==> config.mk <==
export PLATFORM = sky130hd
export DESIGN_NAME = loadStoreCore
export DESIGN_NICKNAME = d
export VERILOG_FILES = /design/src/common/lsPkg.sv /design/src/hdl/phaseSequencer.sv /design/src/decoder/loadStoreGroupDecoder.sv /design/src/hdl/registerFile.sv /design/src/hdl/addressUnit.sv /design/src/hdl/memBusUnit.sv /design/src/hdl/loadStoreCore.sv
export SDC_FILE = /design/constraint.sdc
export NUM_CORES = 1
export LEC_CHECK = 0
export ABC_AREA = 1
export ABC_CLOCK_PERIOD_IN_PS = 3800
export BUFFER_PORTS_ARGS = -buffer_cell sky130_fd_sc_hd__buf_4
export CAP_MARGIN = 15
export CORE_MARGIN = 8
export CORE_UTILIZATION = 30
export CTS_BUF_LIST = sky130_fd_sc_hd__clkbuf_8 sky130_fd_sc_hd__clkbuf_16
export CTS_CLUSTER_DIAMETER = 200
export CTS_CLUSTER_SIZE = 20
export DETAILED_ROUTE_END_ITERATION = 6
export HOLD_SLACK_MARGIN = 0.1
export PLACE_DENSITY = 0.46
export SYNTH_ARGS = -nofsm -noshare
export SYNTH_HDL_FRONTEND = slang
export SYNTH_HIERARCHICAL = 1
export SYNTH_SLANG_ARGS = --single-unit
==> constraint.sdc <==
create_clock -name CLK -period 3.8 [get_ports CLK]
set_input_delay 0.19 -clock CLK [delete_from_list [all_inputs] [get_ports CLK]]
set_output_delay 0.19 -clock CLK [all_outputs]
set_load 0.1 [all_outputs]
==> src/common/lsPkg.sv <==
package lsPkg;

	// Datapath sizes
	localparam int dataWidth = 16;
	localparam int regCount = 16;

	// Special registers used as base in the offset modes
	localparam int regFp = 13;
	localparam int regSp = 14;
	localparam int regRs = 15;

	// Instruction field positions
	localparam int groupHi = 15;
	localparam int groupLo = 14;
	localparam int incfHi = 13;
	localparam int incfLo = 12;
	localparam int ldsfHi = 11;
	localparam int ldsfLo = 10;
	localparam int modeHi = 9;
	localparam int modeLo = 8;
	localparam int raHi = 7;
	localparam int raLo = 4;
	localparam int rbHi = 3;
	localparam int rbLo = 0;

	typedef enum logic [1:0] {
		FETCH   = 2'd0,
		DECODE  = 2'd1,
		EXECUTE = 2'd2,
		COMMIT  = 2'd3
	} phase_t;

	typedef enum logic [1:0] {
		GROUP_GENERAL    = 2'd0,
		GROUP_LOAD_STORE = 2'd1,
		GROUP_JUMP       = 2'd2,
		GROUP_ALU        = 2'd3
	} group_t;

	// INC_OFFSET is never encoded in the register-memory form
	typedef enum logic [1:0] {
		INC_NONE     = 2'd0,
		INC_PRE_DEC  = 2'd1,
		INC_POST_INC = 2'd2,
		INC_OFFSET   = 2'd3
	} incMode_t;

	typedef enum logic [1:0] {
		LD  = 2'd0,
		ST  = 2'd1,
		LDB = 2'd2,
		STB = 2'd3
	} ldsOp_t;

	typedef enum logic [1:0] {
		MODE_REG_MEM = 2'd0,
		MODE_FP      = 2'd1,
		MODE_SP      = 2'd2,
		MODE_RS      = 2'd3
	} lsMode_t;

	typedef enum logic [1:0] {
		SRC_ZERO      = 2'd0,
		SRC_TWO       = 2'd1,
		SRC_MINUS_TWO = 2'd2,
		SRC_S6        = 2'd3
	} aluASrc_t;

	typedef enum logic {
		ADDR_REG_B = 1'b0,
		ADDR_ALU   = 1'b1
	} addrSel_t;

	typedef enum logic [1:0] {
		RB_ARG = 2'd0,
		RB_FP  = 2'd1,
		RB_SP  = 2'd2,
		RB_RS  = 2'd3
	} regBSel_t;

endpackage

==> src/hdl/phaseSequencer.sv <==
`timescale 1ns/1ps

module phaseSequencer import lsPkg::*; (
	input  logic                 CLK,
	input  logic                 rstN,
	input  logic                 instrValid,
	input  logic [dataWidth-1:0] instr,
	output phase_t               phase,
	output logic [dataWidth-1:0] latchedInstr,
	output logic                 fetchReady
);

	// Set for the one FETCH cycle that follows the accepting edge
	logic fetched;

	always_ff @(posedge CLK) begin
		if (!rstN) begin
			phase <= FETCH;
			fetched <= 1'b0;
			latchedInstr <= '0;
		end else begin
			case (phase)
				FETCH: begin
					if (fetched) begin
						phase <= DECODE;
						fetched <= 1'b0;
					end else if (instrValid) begin
						latchedInstr <= instr;
						fetched <= 1'b1;
					end
				end
				DECODE: begin
					phase <= EXECUTE;
				end
				EXECUTE: begin
					phase <= COMMIT;
				end
				COMMIT: begin
					phase <= FETCH;
				end
				default: begin
					phase <= FETCH;
				end
			endcase
		end
	end

	// Strobes are only taken while idle in FETCH
	assign fetchReady = (phase == FETCH) && !fetched;

endmodule

==> src/decoder/loadStoreGroupDecoder.sv <==
`timescale 1ns/1ps

module loadStoreGroupDecoder import lsPkg::*; (
	input  phase_t               phase,
	input  logic [dataWidth-1:0] instr,
	// Register file
	output logic                 regAEn,
	output logic                 regBEn,
	output logic                 regAWen,
	output logic                 regBWen,
	output logic [3:0]           regAAddr,
	output logic [3:0]           regBAddr,
	// Address unit
	output aluASrc_t             aluASrc,
	output addrSel_t             addrSel,
	output logic [5:0]           offset,
	// Bus unit
	output logic                 busRd,
	output logic                 busWr,
	output logic                 isByte
);

	group_t   group;
	incMode_t incField;
	incMode_t incMode;
	ldsOp_t   ldsOp;
	lsMode_t  lsMode;
	regBSel_t regBSel;
	logic     isLoadStore;
	logic     inExecute;
	logic     inCommit;
	logic     isLoad;

	// Instruction fields
	assign group = group_t'(instr[groupHi:groupLo]);
	assign incField = incMode_t'(instr[incfHi:incfLo]);
	assign ldsOp = ldsOp_t'(instr[ldsfHi:ldsfLo]);
	assign lsMode = lsMode_t'(instr[modeHi:modeLo]);

	assign isLoadStore = (group == GROUP_LOAD_STORE);
	assign inExecute = isLoadStore && (phase == EXECUTE);
	assign inCommit = isLoadStore && (phase == COMMIT);

	assign isLoad = (ldsOp == LD) || (ldsOp == LDB);

	// Signed offset, incf on top of the Rb field
	assign offset = {instr[incfHi:incfLo], instr[rbHi:rbLo]};

	// Offset modes reuse incf as offset bits
	always_comb begin
		if (lsMode != MODE_REG_MEM) begin
			incMode = INC_OFFSET;
		end else if (incField == INC_OFFSET) begin
			// Reserved encoding, plain access
			incMode = INC_NONE;
		end else begin
			incMode = incField;
		end
	end

	always_comb begin
		case (lsMode)
			MODE_FP: regBSel = RB_FP;
			MODE_SP: regBSel = RB_SP;
			MODE_RS: regBSel = RB_RS;
			default: regBSel = RB_ARG;
		endcase
	end

	// Base register number
	always_comb begin
		case (regBSel)
			RB_FP:   regBAddr = 4'(regFp);
			RB_SP:   regBAddr = 4'(regSp);
			RB_RS:   regBAddr = 4'(regRs);
			default: regBAddr = instr[rbHi:rbLo];
		endcase
	end

	assign regAAddr = instr[raHi:raLo];

	// Adder operand and address source
	always_comb begin
		case (incMode)
			INC_PRE_DEC: begin
				aluASrc = SRC_MINUS_TWO;
				addrSel = ADDR_ALU;
			end
			INC_POST_INC: begin
				aluASrc = SRC_TWO;
				addrSel = ADDR_REG_B;
			end
			INC_OFFSET: begin
				aluASrc = SRC_S6;
				addrSel = ADDR_ALU;
			end
			default: begin
				aluASrc = SRC_ZERO;
				addrSel = ADDR_REG_B;
			end
		endcase
	end

	assign regAEn = inExecute || inCommit;
	assign regBEn = inExecute || inCommit;

	// One bus cycle in EXECUTE
	assign busRd = inExecute && isLoad;
	assign busWr = inExecute && !isLoad;
	assign isByte = isLoadStore && ((ldsOp == LDB) || (ldsOp == STB));

	// Writes land at the end of COMMIT
	assign regAWen = inCommit && isLoad;
	assign regBWen = inCommit && ((incMode == INC_PRE_DEC) || (incMode == INC_POST_INC));

endmodule

==> src/hdl/registerFile.sv <==
`timescale 1ns/1ps

module registerFile import lsPkg::*; (
	input  logic                 CLK,
	input  logic                 rstN,
	input  logic [3:0]           aAddr,
	input  logic [3:0]           bAddr,
	input  logic                 aWen,
	input  logic                 bWen,
	input  logic [dataWidth-1:0] aWrData,
	input  logic [dataWidth-1:0] bWrData,
	output logic [dataWidth-1:0] aRdData,
	output logic [dataWidth-1:0] bRdData
);

	logic [dataWidth-1:0] regs [regCount];

	always_ff @(posedge CLK) begin
		if (!rstN) begin
			for (int i = 0; i < regCount; i++) begin
				regs[i] <= '0;
			end
		end else begin
			// Port B first so port A takes a shared address
			if (bWen) begin
				regs[bAddr] <= bWrData;
			end
			if (aWen) begin
				regs[aAddr] <= aWrData;
			end
		end
	end

	// Asynchronous reads
	assign aRdData = regs[aAddr];
	assign bRdData = regs[bAddr];

endmodule

==> src/hdl/addressUnit.sv <==
`timescale 1ns/1ps

module addressUnit import lsPkg::*; (
	input  logic                 CLK,
	input  logic                 rstN,
	input  aluASrc_t             aluASrc,
	input  addrSel_t             addrSel,
	input  logic [5:0]           offset,
	input  logic [dataWidth-1:0] regB,
	output logic [dataWidth-1:0] addr,
	output logic [dataWidth-1:0] updateValue
);

	logic [dataWidth-1:0] operandA;
	logic [dataWidth-1:0] sum;

	// Increment or sign-extended offset
	always_comb begin
		case (aluASrc)
			SRC_TWO: begin
				operandA = dataWidth'(2);
			end
			SRC_MINUS_TWO: begin
				operandA = {{(dataWidth - 2){1'b1}}, 2'b10};
			end
			SRC_S6: begin
				operandA = {{(dataWidth - 6){offset[5]}}, offset};
			end
			default: begin
				operandA = '0;
			end
		endcase
	end

	assign sum = regB + operandA;

	// Post-increment addresses with the old base
	assign addr = (addrSel == ADDR_ALU) ? sum : regB;

	// Inputs hold steady through COMMIT, so the value sampled
	// at the end of EXECUTE is what the base write sees
	always_ff @(posedge CLK) begin
		if (!rstN) begin
			updateValue <= '0;
		end else begin
			updateValue <= sum;
		end
	end

endmodule

==> src/hdl/memBusUnit.sv <==
`timescale 1ns/1ps

module memBusUnit import lsPkg::*; (
	input  logic                 CLK,
	input  logic                 rstN,
	input  logic                 busRd,
	input  logic                 busWr,
	input  logic                 isByte,
	input  logic [dataWidth-1:0] addr,
	input  logic [dataWidth-1:0] storeData,
	input  logic [dataWidth-1:0] memRdData,
	output logic [dataWidth-1:0] memAddr,
	output logic [dataWidth-1:0] memWrData,
	output logic [1:0]           memByteEn,
	output logic                 memRd,
	output logic                 memWr,
	output logic [dataWidth-1:0] loadData
);

	// High lane chosen by the read in EXECUTE
	logic laneHi;
	logic [7:0] loadByte;

	always_ff @(posedge CLK) begin
		if (!rstN) begin
			laneHi <= 1'b0;
		end else if (busRd) begin
			laneHi <= addr[0];
		end
	end

	assign memAddr = addr;
	assign memRd = busRd;
	assign memWr = busWr;

	// Lanes only enabled during a bus cycle
	always_comb begin
		if (!(busRd || busWr)) begin
			memByteEn = 2'b00;
		end else if (!isByte) begin
			memByteEn = 2'b11;
		end else begin
			memByteEn = addr[0] ? 2'b10 : 2'b01;
		end
	end

	// Byte stores drive the low byte on both lanes
	assign memWrData = isByte ? {storeData[7:0], storeData[7:0]} : storeData;

	assign loadByte = laneHi ? memRdData[15:8] : memRdData[7:0];
	assign loadData = isByte ? {8'h00, loadByte} : memRdData;

endmodule

==> src/hdl/loadStoreCore.sv <==
`timescale 1ns/1ps

module loadStoreCore import lsPkg::*; (
	input  logic                 CLK,
	input  logic                 rstN,
	input  logic                 instrValid,
	input  logic [dataWidth-1:0] instr,
	output logic                 fetchReady,
	output logic [dataWidth-1:0] memAddr,
	output logic [dataWidth-1:0] memWrData,
	output logic [1:0]           memByteEn,
	output logic                 memRd,
	output logic                 memWr,
	input  logic [dataWidth-1:0] memRdData
);

	phase_t               phase;
	logic [dataWidth-1:0] latchedInstr;

	// Decoder controls
	logic                 regAWen;
	logic                 regBWen;
	logic [3:0]           regAAddr;
	logic [3:0]           regBAddr;
	aluASrc_t             aluASrc;
	addrSel_t             addrSel;
	logic [5:0]           offset;
	logic                 busRd;
	logic                 busWr;
	logic                 isByte;

	// Datapath
	logic [dataWidth-1:0] regAData;
	logic [dataWidth-1:0] regBData;
	logic [dataWidth-1:0] addr;
	logic [dataWidth-1:0] updateValue;
	logic [dataWidth-1:0] loadData;

	phaseSequencer phaseSequencer_i (
		.CLK(CLK), .rstN(rstN), .instrValid(instrValid), .instr(instr),
		.phase(phase), .latchedInstr(latchedInstr), .fetchReady(fetchReady)
	);

	loadStoreGroupDecoder loadStoreGroupDecoder_i (
		.phase(phase), .instr(latchedInstr),
		.regAEn(), .regBEn(), .regAWen(regAWen), .regBWen(regBWen),
		.regAAddr(regAAddr), .regBAddr(regBAddr),
		.aluASrc(aluASrc), .addrSel(addrSel), .offset(offset),
		.busRd(busRd), .busWr(busWr), .isByte(isByte)
	);

	registerFile registerFile_i (
		.CLK(CLK), .rstN(rstN), .aAddr(regAAddr), .bAddr(regBAddr),
		.aWen(regAWen), .bWen(regBWen), .aWrData(loadData), .bWrData(updateValue),
		.aRdData(regAData), .bRdData(regBData)
	);

	addressUnit addressUnit_i (
		.CLK(CLK), .rstN(rstN), .aluASrc(aluASrc), .addrSel(addrSel),
		.offset(offset), .regB(regBData), .addr(addr), .updateValue(updateValue)
	);

	// Store data comes straight from Ra
	memBusUnit memBusUnit_i (
		.CLK(CLK), .rstN(rstN), .busRd(busRd), .busWr(busWr), .isByte(isByte),
		.addr(addr), .storeData(regAData), .memRdData(memRdData),
		.memAddr(memAddr), .memWrData(memWrData), .memByteEn(memByteEn),
		.memRd(memRd), .memWr(memWr), .loadData(loadData)
	);

endmodule

# Word level (Yosys, flattened, before mapping)
# Memory sizes are Yosys's and may differ from the RTL's. A register that Yosys moved wholly into a read port is not among the register bits.
# Index checks and enable logic that the tools add are counted.
word_totals:
  ff_bits: 36
  mem_bits_rw: 256
  in_bits: 35
  out_inout_bits: 37
  mem_count: 1
memory_table:
  columns: ["memory", "depth", "word_bits", "read_ports", "rd_clocked_by_memory_dff", "wr", "line", "text"]
  rows:
  - ["registerFile_i.regs", 16, 16, 2, 1, 16, "registerFile.sv:16", "logic [dataWidth-1:0] regs [regCount];"]
classes:
  n_addsub: 1
  n_eq_ne: 20
  n_mux: 33
  n_bitwise: 1
  reduce_logical: 21
ops:
  columns: ["op", "n"]
  rows:
  - ["16-bit two-way mux", 5]
  - ["16-bit case mux with 3 select lines", 1]
  - ["16-bit OR reduction", 2]
  - ["2-bit == test (second input constant)", 13]
  - ["16-bit adder", 1]
  - ["4-bit two-way mux", 4]
  - ["2-bit by 1-bit == test with 1-bit output (second input constant)", 6]
  - ["1-bit two-way mux", 12]
  - ["2-bit two-way mux", 6]
  - ["2-bit case mux with 3 select lines", 2]
  - ["4-bit case mux with 3 select lines", 1]
  - ["1-bit logical AND", 8]
  - ["8-bit two-way mux", 1]
  - ["2-bit case mux with 4 select lines", 1]
  - ["2-bit zero test", 2]
  - ["1-bit logical OR", 4]
  - ["3-bit AND reduction", 1]
  - ["1-bit zero test", 2]
  - ["2-bit by 1-bit inequality test with 1-bit output (second input constant)", 1]
  - ["2-bit nonzero test", 1]
  - ["2-bit OR reduction", 1]
  - ["1-bit NOT", 1]

# Logic depth before layout (Yosys ltp)
# Gate-level depths: netlist (run 1).
logic_depth:
  depth_word: 12
  ltp_mapped: 28

# Hierarchy
# The synthesis (run 1) kept the hierarchy.
modules_own_cells:
  columns: ["module", "instances", "cells_each", "area_each_um2"]
  rows:
  - ["registerFile", 1, 2243, 17407.9]
  - ["addressUnit", 1, 265, 1521.5]
  - ["phaseSequencer", 1, 122, 837.1]
  - ["memBusUnit", 1, 96, 563.0]
  - ["loadStoreGroupDecoder", 1, 45, 254.0]

# Worst setup path after synthesis (run 1)
# No wires, ideal clock.
synth_path:
  kind: "flip-flop to output port"
  start: "reg phaseSequencer_i.latchedInstr[8]"
  end: "out memByteEn[1]"
  arrival_time_ns: 3.448
  required_time_ns: 3.610
  slack_ns: 0.162
  path_stages_with_launch: 21
  n_path_buf: 3
  cell_sequence: "dfxtp_1 > nor2_4 > nand2_1 > nand2_1 > buf_2 > inv_2 > buf_2 > buf_4 > nand2_1 > nand2_1 > nand2_1 > nand2_1 > nand2_1 > nand2_1 > inv_1 > nand2_1 > ha_1 > nand2_1 > nand2_1 > inv_1 > a21oi_1"
synth_lines:
  columns: ["item", "line", "text"]
  rows:
  - ["start, declared", "phaseSequencer.sv:9", "output logic [dataWidth-1:0] latchedInstr,"]
  - ["start signal, assigned", "phaseSequencer.sv:28", "latchedInstr <= instr;"]
  - ["2-bit == test / 2-bit by 1-bit == test with 1-bit output (equally long branches)", "loadStoreGroupDecoder.sv:62", "case (lsMode)"]
  - ["2-bit case mux with 3 select lines (*)", "loadStoreGroupDecoder.sv:62", null]
  - ["2-bit == test / 2-bit by 1-bit == test with 1-bit output (equally long branches)", "loadStoreGroupDecoder.sv:72", "case (regBSel)"]
  - ["4-bit case mux with 3 select lines (*)", "loadStoreGroupDecoder.sv:72", null]
  - ["named net regBAddr[0]", "loadStoreCore.sv:24", "logic [3:0] regBAddr;"]
  - ["memory read 16 x 16 bit (*)", null, null]
  - ["named net regBData[0]", "loadStoreCore.sv:34", "logic [dataWidth-1:0] regBData;"]
  - ["16-bit adder (*)", "addressUnit.sv:35", "assign sum = regB + operandA;"]
  - ["named net addressUnit_i.sum[0]", "addressUnit.sv:15", "logic [dataWidth-1:0] sum;"]
  - ["16-bit two-way mux (*)", "addressUnit.sv:38", "assign addr = (addrSel == ADDR_ALU) ? sum : regB;"]
  - ["named net addr[0]", "loadStoreCore.sv:35", "logic [dataWidth-1:0] addr;"]
  - ["2-bit two-way mux (*)", "memBusUnit.sv:43", "memByteEn = addr[0] ? 2'b10 : 2'b01;"]
  - ["2-bit two-way mux (*)", "memBusUnit.sv:40", "end else if (!isByte) begin"]
  - ["2-bit two-way mux (*)", "memBusUnit.sv:38", "if (!(busRd || busWr)) begin"]
  - ["end, declared", "loadStoreCore.sv:11", "output logic [1:0] memByteEn,"]
# Mark *: on every way through the listed nets, which the timed path passes. The rest lies on a longest branch.

# Worst setup path in the final report (run 1)
layout_path:
  start: "reg phaseSequencer_i.latchedInstr[9]"
  end: "out memAddr[10]"
layout_lines:
  columns: ["item", "line", "text"]
  rows:
  - ["2-bit == test / 2-bit by 1-bit == test with 1-bit output (equally long branches)", "loadStoreGroupDecoder.sv:62", null]
  - ["2-bit case mux with 3 select lines (*)", "loadStoreGroupDecoder.sv:62", null]
  - ["2-bit == test / 2-bit by 1-bit == test with 1-bit output (equally long branches)", "loadStoreGroupDecoder.sv:72", null]
  - ["4-bit case mux with 3 select lines (*)", "loadStoreGroupDecoder.sv:72", null]
  - ["named net regBAddr[0]", "loadStoreCore.sv:24", null]
  - ["memory read 16 x 16 bit (*)", null, null]
  - ["named net regBData[0]", "loadStoreCore.sv:34", null]
  - ["16-bit adder (*)", "addressUnit.sv:35", null]
  - ["16-bit two-way mux (*)", "addressUnit.sv:38", null]
  - ["end, declared", "loadStoreCore.sv:9", "output logic [dataWidth-1:0] memAddr,"]
# Marked as above.

==> run_results.csv, run 1 <==
group,metric,value,unit
setup_path,regToRegEndpoint,"registerFile_i/regs[14][14]$_DFFE_PP_",
die,core_area,68200,um2
timing,finalHoldViolCount,0,
power,powerDensity,904,nW/um2
routing,route.detailed.drc,0,
cells_and_area,diodes,0,
power,p_total,21.5,mW
grt,grt_overflow_total,0,
routing,antenna_left,0,
cells_and_area,layout_common_cells,"nand2_1 (1459), edfxtp_1 (256), inv_1 (163)",
clock_tree,clk_pin_slew,0.09,ns
setup_path,slowest_delay,0.39,ns
clock_tree,clockRootBuffer,"clkbuf_16",
outcome,status,"finished, violations left",
place,routabilityCongestion,0.880,
routing,routedWlPerCell,23.6,um
cells_and_area,final_net_count,2844,
cells_and_area,drive_gt1_share,20.7,%
die,ios,72,
setup_path,crit_end,"memAddr[10]",
cells_and_area,area.growth.synth_to_final,15.5,%
timing,maxSlewViolCount,0,
setup_path,rrSetupSlack,0.82,ns
routing,drt-initial-drc-count,1991,
die,initial_core_util,30.2,%
setup_path,path_class,"reg -> out",
synthesis,syn_inst,2769,
die,fp.dieW,278,um
routing,via_per_inst,5.26,
min_path,hold_class,"in -> reg",
setup_path,path_max_fanout,5,
synthesis,ys_warn_count,6,
setup_path,startpoint,"phaseSequencer_i/latchedInstr[9]$_SDFFE_PN0P_",
outcome,violations,"negative setup slack",
setup_path,critPathLaunchType,"register",
clock_tree,cts_tree,"done",
timing,timing.final.crit_share,101,%
grt,grt_first_pass_wirelength,125,mm
setup_path,crit_path_end_kind,"primary output",
timing,maxSlewHeadroom,17.5,%
timing,rsz0062_at_grt,"yes",
timing,fin_setup_tns,-0.0388,ns
die,die_h,278,um
grt,antenna_found_initial,2,
timing,setup_ws,-0.0216,ns
clock_tree,htree_levels,1,
clock_tree,clock_sinks,292,
place,hpwl,55.9,mm
setup_path,r2r_start,"phaseSequencer_i/latchedInstr[9]$_SDFFE_PN0P_",
grt,grt_max_degree,132,
routing,wl,87.2,mm
synthesis,syn_area,20600,um2
timing,min_period,3.82,ns
clock_tree,numCtsBuffers,18,
routing,dr.pass1.iters,5,
timing,tightest_slew,1.24,ns
grt,grt_pass1_vias,18700,
clock_tree,clock_latency,0.55,ns
routing,vias,19400,
run,maxCapViolCount,0,
synthesis,synth.net_count,2815,
timing,setup_violations,2,
place,port_buffers,71,
synthesis,syn_avg_cell_area,7.43,um2
timing,fin_skew,0.0157,ns
grt,track_usage,21.5,%
setup_path,crit_top_cell,"nand2_1",
power,irDropWorstVdd,1.09,mV
die,dieArea,77200,um2
clock_tree,cts_buffer_depth,3,
setup_path,critPathArrivalTime,3.63,ns
setup_path,cp_slowest_cell,"fa_2",
die,row_count,96,
timing,clock.fmax,262,MHz
power,cellLeakagePower,11.0,nW
setup_path,reg2regPathDepth,9,
cells_and_area,final_common_cell,"nand2_1",
setup_path,worstPathRequired,3.61,ns
[cell type report]
class / instances / area (um2)
inverter: 192 / 773
clock buffer: 19 / 475
tap: 882 / 1100
timing repair buffer: 223 / 2340
sequential: 292 / 8420
clock inverter: 13 / 53.8
fill: 7199 / 44500
timing repair inverter: 1 / 16.3
multi-input combinational: 2070 / 10600
[layer usage]
layer | track usage [%] | share of wire, % | vias to the layer above
met5 | 0 | 0 | -
met4 | 8.65 | 4.5 | 0
met3 | 3.60 | 8.3 | 163
met2 | 34.8 | 45 | 870
met1 | 28.3 | 42 | 9428
li1 | - | - | 8947
[through the flow]
step | worst slack, ns | util [%] | hold WS, ns | std cells | instance area (um2)
after floorplan | 0.162 | - | 0.288 | 2769 | 20600
after global placement | 0.0618 | 31.8 | 0.416 | 3606 | 21700
after detailed placement | 0.0386 | 31.8 | 0.419 | 3607 | 21700
after CTS | -0.0537 | 34.1 | 0.197 | 3676 | 23300
after global routing | -0.185 | 34.8 | 0.226 | 3692 | 23800
final | -0.0216 | 34.8 | 0.219 | 3692 | 23800
[worst min-delay path by stage]
stage	start	to	slack (ns)	cells after the start
2_1_floorplan	rstN	addressUnit_i/updateValue[0]$_SDFF_PN0_	0.29	2
3_3_place_gp	instr[13]	phaseSequencer_i/latchedInstr[13]$_SDFFE_PN0P_	0.42	3
3_5_place_dp	instr[13]	phaseSequencer_i/latchedInstr[13]$_SDFFE_PN0P_	0.42	3
4_1_cts	instrValid	phaseSequencer_i/fetched$_SDFFE_PN0N_	0.20	3
5_1_grt	rstN	registerFile_i/regs[1][2]$_DFFE_PP_	0.23	2
6_report	instrValid	phaseSequencer_i/fetched$_SDFFE_PN0N_	0.22	3
[registers in the layout, indices dropped and copies added (netlist names)]
register and flops:
registerFile_i/regs 256, memBusUnit_i/laneHi 1, addressUnit_i/updateValue 16, phaseSequencer_i/phase 2
phaseSequencer_i/fetched 1, phaseSequencer_i/latchedInstr 16
[worst max-delay path, delay by kind of cell, from the launching register on]
family,cells,cell delay (ns)
simple gates,17,1.37
fa+ha+maj,2,0.53
buf+inv,4,0.42
flops,1,0.37
compound gates,2,0.37
[power by group]
part	total, mW	internal (mW)	switching [mW]
clock	2.11	0.915	1.19
sequential	3.88	3.72	0.164
combinational	15.5	4.65	10.9
total	21.5	9.29	12.2
[what timing repair did]
item | CTS | global route
gates cloned | 10 | 4
buffers inserted | 11 | 14
endpoints found under the setup margin | 15 | 14
pin swaps | 19 | 70
hold buffers | 16 | 0
gates resized for setup | 133 | 116
hold endpoints to repair | 16 | 0
(Power assumes the default switching activity.)
==> run 2, diff against run 1 <==
--- a/config.mk
+++ b/config.mk
@@ -7,16 +7,17 @@
 export LEC_CHECK = 0
 export ABC_AREA = 1
 export ABC_CLOCK_PERIOD_IN_PS = 3800
-export BUFFER_PORTS_ARGS = -buffer_cell sky130_fd_sc_hd__buf_4
+export BUFFER_PORTS_ARGS = -buffer_cell sky130_fd_sc_hd__buf_2
 export CAP_MARGIN = 15
 export CORE_MARGIN = 8
-export CORE_UTILIZATION = 30
+export CORE_UTILIZATION = 64
 export CTS_BUF_LIST = sky130_fd_sc_hd__clkbuf_8 sky130_fd_sc_hd__clkbuf_16
 export CTS_CLUSTER_DIAMETER = 200
 export CTS_CLUSTER_SIZE = 20
 export DETAILED_ROUTE_END_ITERATION = 6
 export HOLD_SLACK_MARGIN = 0.1
-export PLACE_DENSITY = 0.46
+export PLACE_DENSITY = 0.84
+export SKIP_CTS_REPAIR_TIMING = 1
 export SYNTH_ARGS = -nofsm -noshare
 export SYNTH_HDL_FRONTEND = slang
 export SYNTH_HIERARCHICAL = 1
==> run 2 against run 1 <==
The run ends with design-rule violations, negative setup slack left. First-iteration DRC count rose by 60%. Utilization is 37 points higher. Critical path type unchanged. Power is 3.3% lower. Sequential power about the same. Largest cell class unchanged. Worst hold slack got worse by 0.0078 ns. Fmax decreased by 6.9%. Final cell count shrank 14%.
==> run_results.csv, run 2 (synthesis results as in run 1) <==
group,metric,value,unit
grt,grt_pass1_vias,19200,
setup_path,critPathArrivalTime,3.91,ns
routing,route.detailed.drc,18,
die,dieArea,38100,um2
setup_path,path_class,"reg -> out",
timing,rsz0062_at_grt,"yes",
power,p_switching,11.7,mW
cells_and_area,area.growth.synth_to_final,9.72,%
power,clock_power_share,9.8,%
cells_and_area,finalNonFillerCells,3183,
min_path,hold_class,"in -> reg",
setup_path,critPathLaunchType,"register",
grt,grt_overflow_total,0,
cells_and_area,multi_input_area,10400,um2
power,p_int,9.06,mW
grt,antenna_found_initial,2,
cells_and_area,regMostFlops,"registerFile_i/regs",
routing,drt-initial-drc-count,3195,
place,post-place-ws,0.183,ns
clock_tree,cts_tree,"done",
power,irDropWorstVdd,1.10,mV
timing,maxSlewViolCount,0,
cells_and_area,reg.largest.list,"registerFile_i/regs x256, addressUnit_i/updateValue x16, phaseSequencer_i/latchedInstr x16",
power,powerDensity,921,nW/um2
clock_tree,htree_levels,1,
place,hpwl,45.6,mm
cells_and_area,final_net_count,2814,
setup_path,path_max_fanout,8,
clock_tree,clockRootBuffer,"clkbuf_16",
cells_and_area,fillCellCount,2428,
timing,fin_setup_tns,-2.23,ns
setup_path,rrSetupSlack,0.50,ns
place,port_buffers,71,
timing,finalHoldViolCount,0,
grt,grt_max_degree,95,
timing,timing.final.crit_share,108,%
timing,min_period,4.10,ns
die,row_count,65,
place,place_inst,3083,
cells_and_area,area.sequential,8420,um2
power,pwr-share-comb,71.3,%
cells_and_area,drive_gt1_share,17.6,%
routing,via_per_inst,6.44,
routing,dr.pass1.iters,7,
die,die_h,195,um
clock_tree,clock_sinks,292,
timing,fin_skew,0.0356,ns
run,maxCapViolCount,0,
power,cellLeakagePower,10.7,nW
cells_and_area,largest_reg_flops,256,
routing,vias,20500,
cells_and_area,layout_common_cells,"nand2_1 (1488), edfxtp_1 (256), inv_1 (177)",
power,p_total,20.8,mW
clock_tree,clk_pin_slew,0.08,ns
setup_path,crit_path_end_kind,"primary output",
power,p_sw_share,56.4,%
timing,clock.fmax,244,MHz
routing,antenna_left,0,
clock_tree,clock_latency,0.55,ns
die,fp.dieW,195,um
grt,track_usage,36.3,%
routing,routedWlPerCell,23.5,um
outcome,violations,"design-rule violations, negative setup slack",
clock_tree,cts_buffer_depth,3,
cells_and_area,final_common_cell,"nand2_1",
timing,maxSlewHeadroom,29.2,%
clock_tree,numCtsBuffers,18,
die,initial_core_util,65.0,%
timing,setup_ws,-0.305,ns
place,routabilityCongestion,1.04,
setup_path,worstPathRequired,3.61,ns
power,pwr-share-seq,18.8,%
grt,grt_first_pass_wirelength,108,mm
outcome,status,"finished, violations left",
die,ios,72,
die,core_area,31600,um2
routing,wl,74.9,mm
timing,setup_violations,12,
timing,tightest_slew,1.06,ns
## run 2: changes by cell type in the layout (fill, tap and decap cells not counted), sizes merged
cell | previous run | this run
dlygate4sd3 | 16 | 26
clkinv | 5 | 6
nand2 | 1577 | 1576
diode | 0 | 1
clkbuf | 22 | 29
buf | 200 | 159
inv | 200 | 198
bufbuf | 4 | 0
## run 2: cell type report
cell class | count | area share (%)
Sequential cell | 292 | 37.3
Timing Repair Buffer | 195 | 8.92
Clock inverter | 13 | 0.238
Multi-Input combinational cell | 2069 | 45.9
Tap cell | 402 | 2.23
Antenna cell | 1 | 0.0111
Clock buffer | 19 | 2.11
Inverter | 192 | 3.30
## run 2: power groups by stage
stage               clock network, mW  logic, mW  registers, mW
floorplan                           0       9.23           3.87
global placement                    0       12.5           3.95
finish                           2.04       14.8           3.91
global route                     2.12       15.5           3.93
CTS                              2.01       12.6           3.89
detailed placement                  0       12.6           3.96
## run 2: worst max-delay path: stages (launching register included)
cell,delay [ns]
dfxtp_4,0.36
nor2_4,0.16
nand2_2,0.08
nand2_4,0.16
buf_6,0.14
clkbuf_16,0.16
nand2_2,0.05
nand2_1,0.06
nand2_1,0.06
nand2_1,0.08
nand2_1,0.08
nand2_1,0.08
inv_2,0.05
nand2_4,0.07
ha_4,0.13
inv_2,0.04
fa_2,0.41
o21ai_2,0.19
nand2_2,0.09
o21ai_4,0.22
nand2_1,0.11
nand2_2,0.10
nand2_2,0.05
nand2_2,0.07
nand3_2,0.06
nand2_2,0.10
buf_12,0.17
## run 2: metal layers
metal | track usage [%] | part of all wire (%) | vias up
met5 | 0 | 0 | -
met4 | 23.6 | 8.0 | 0
met3 | 11.4 | 16 | 474
met2 | 55.6 | 43 | 1828
met1 | 43.7 | 33 | 9314
li1 | - | - | 8898
## run 2: final timing paths
path / to / depth (start not counted) / start
max: memAddr[10] / 26 / phaseSequencer_i/latchedInstr[9]$_SDFFE_PN0P_
min reg2reg: memBusUnit_i/laneHi$_SDFFE_PN0P_ / 2 / memBusUnit_i/laneHi$_SDFFE_PN0P_
min: phaseSequencer_i/fetched$_SDFFE_PN0N_ / 3 / instrValid
max reg2reg: addressUnit_i/updateValue[10]$_SDFF_PN0_ / 24 / phaseSequencer_i/latchedInstr[9]$_SDFFE_PN0P_
## run 2: per-stage QoR
step	hold WS (ns)	instance area (um2)	utilization (%)
6_report	0.211	22600	71.3
3_3_place_gp	0.411	20900	66.0
5_1_grt	0.240	22600	71.3
2_1_floorplan	0.288	20600	-
4_1_cts	-0.127	21400	67.6
3_5_place_dp	0.418	20900	66.0
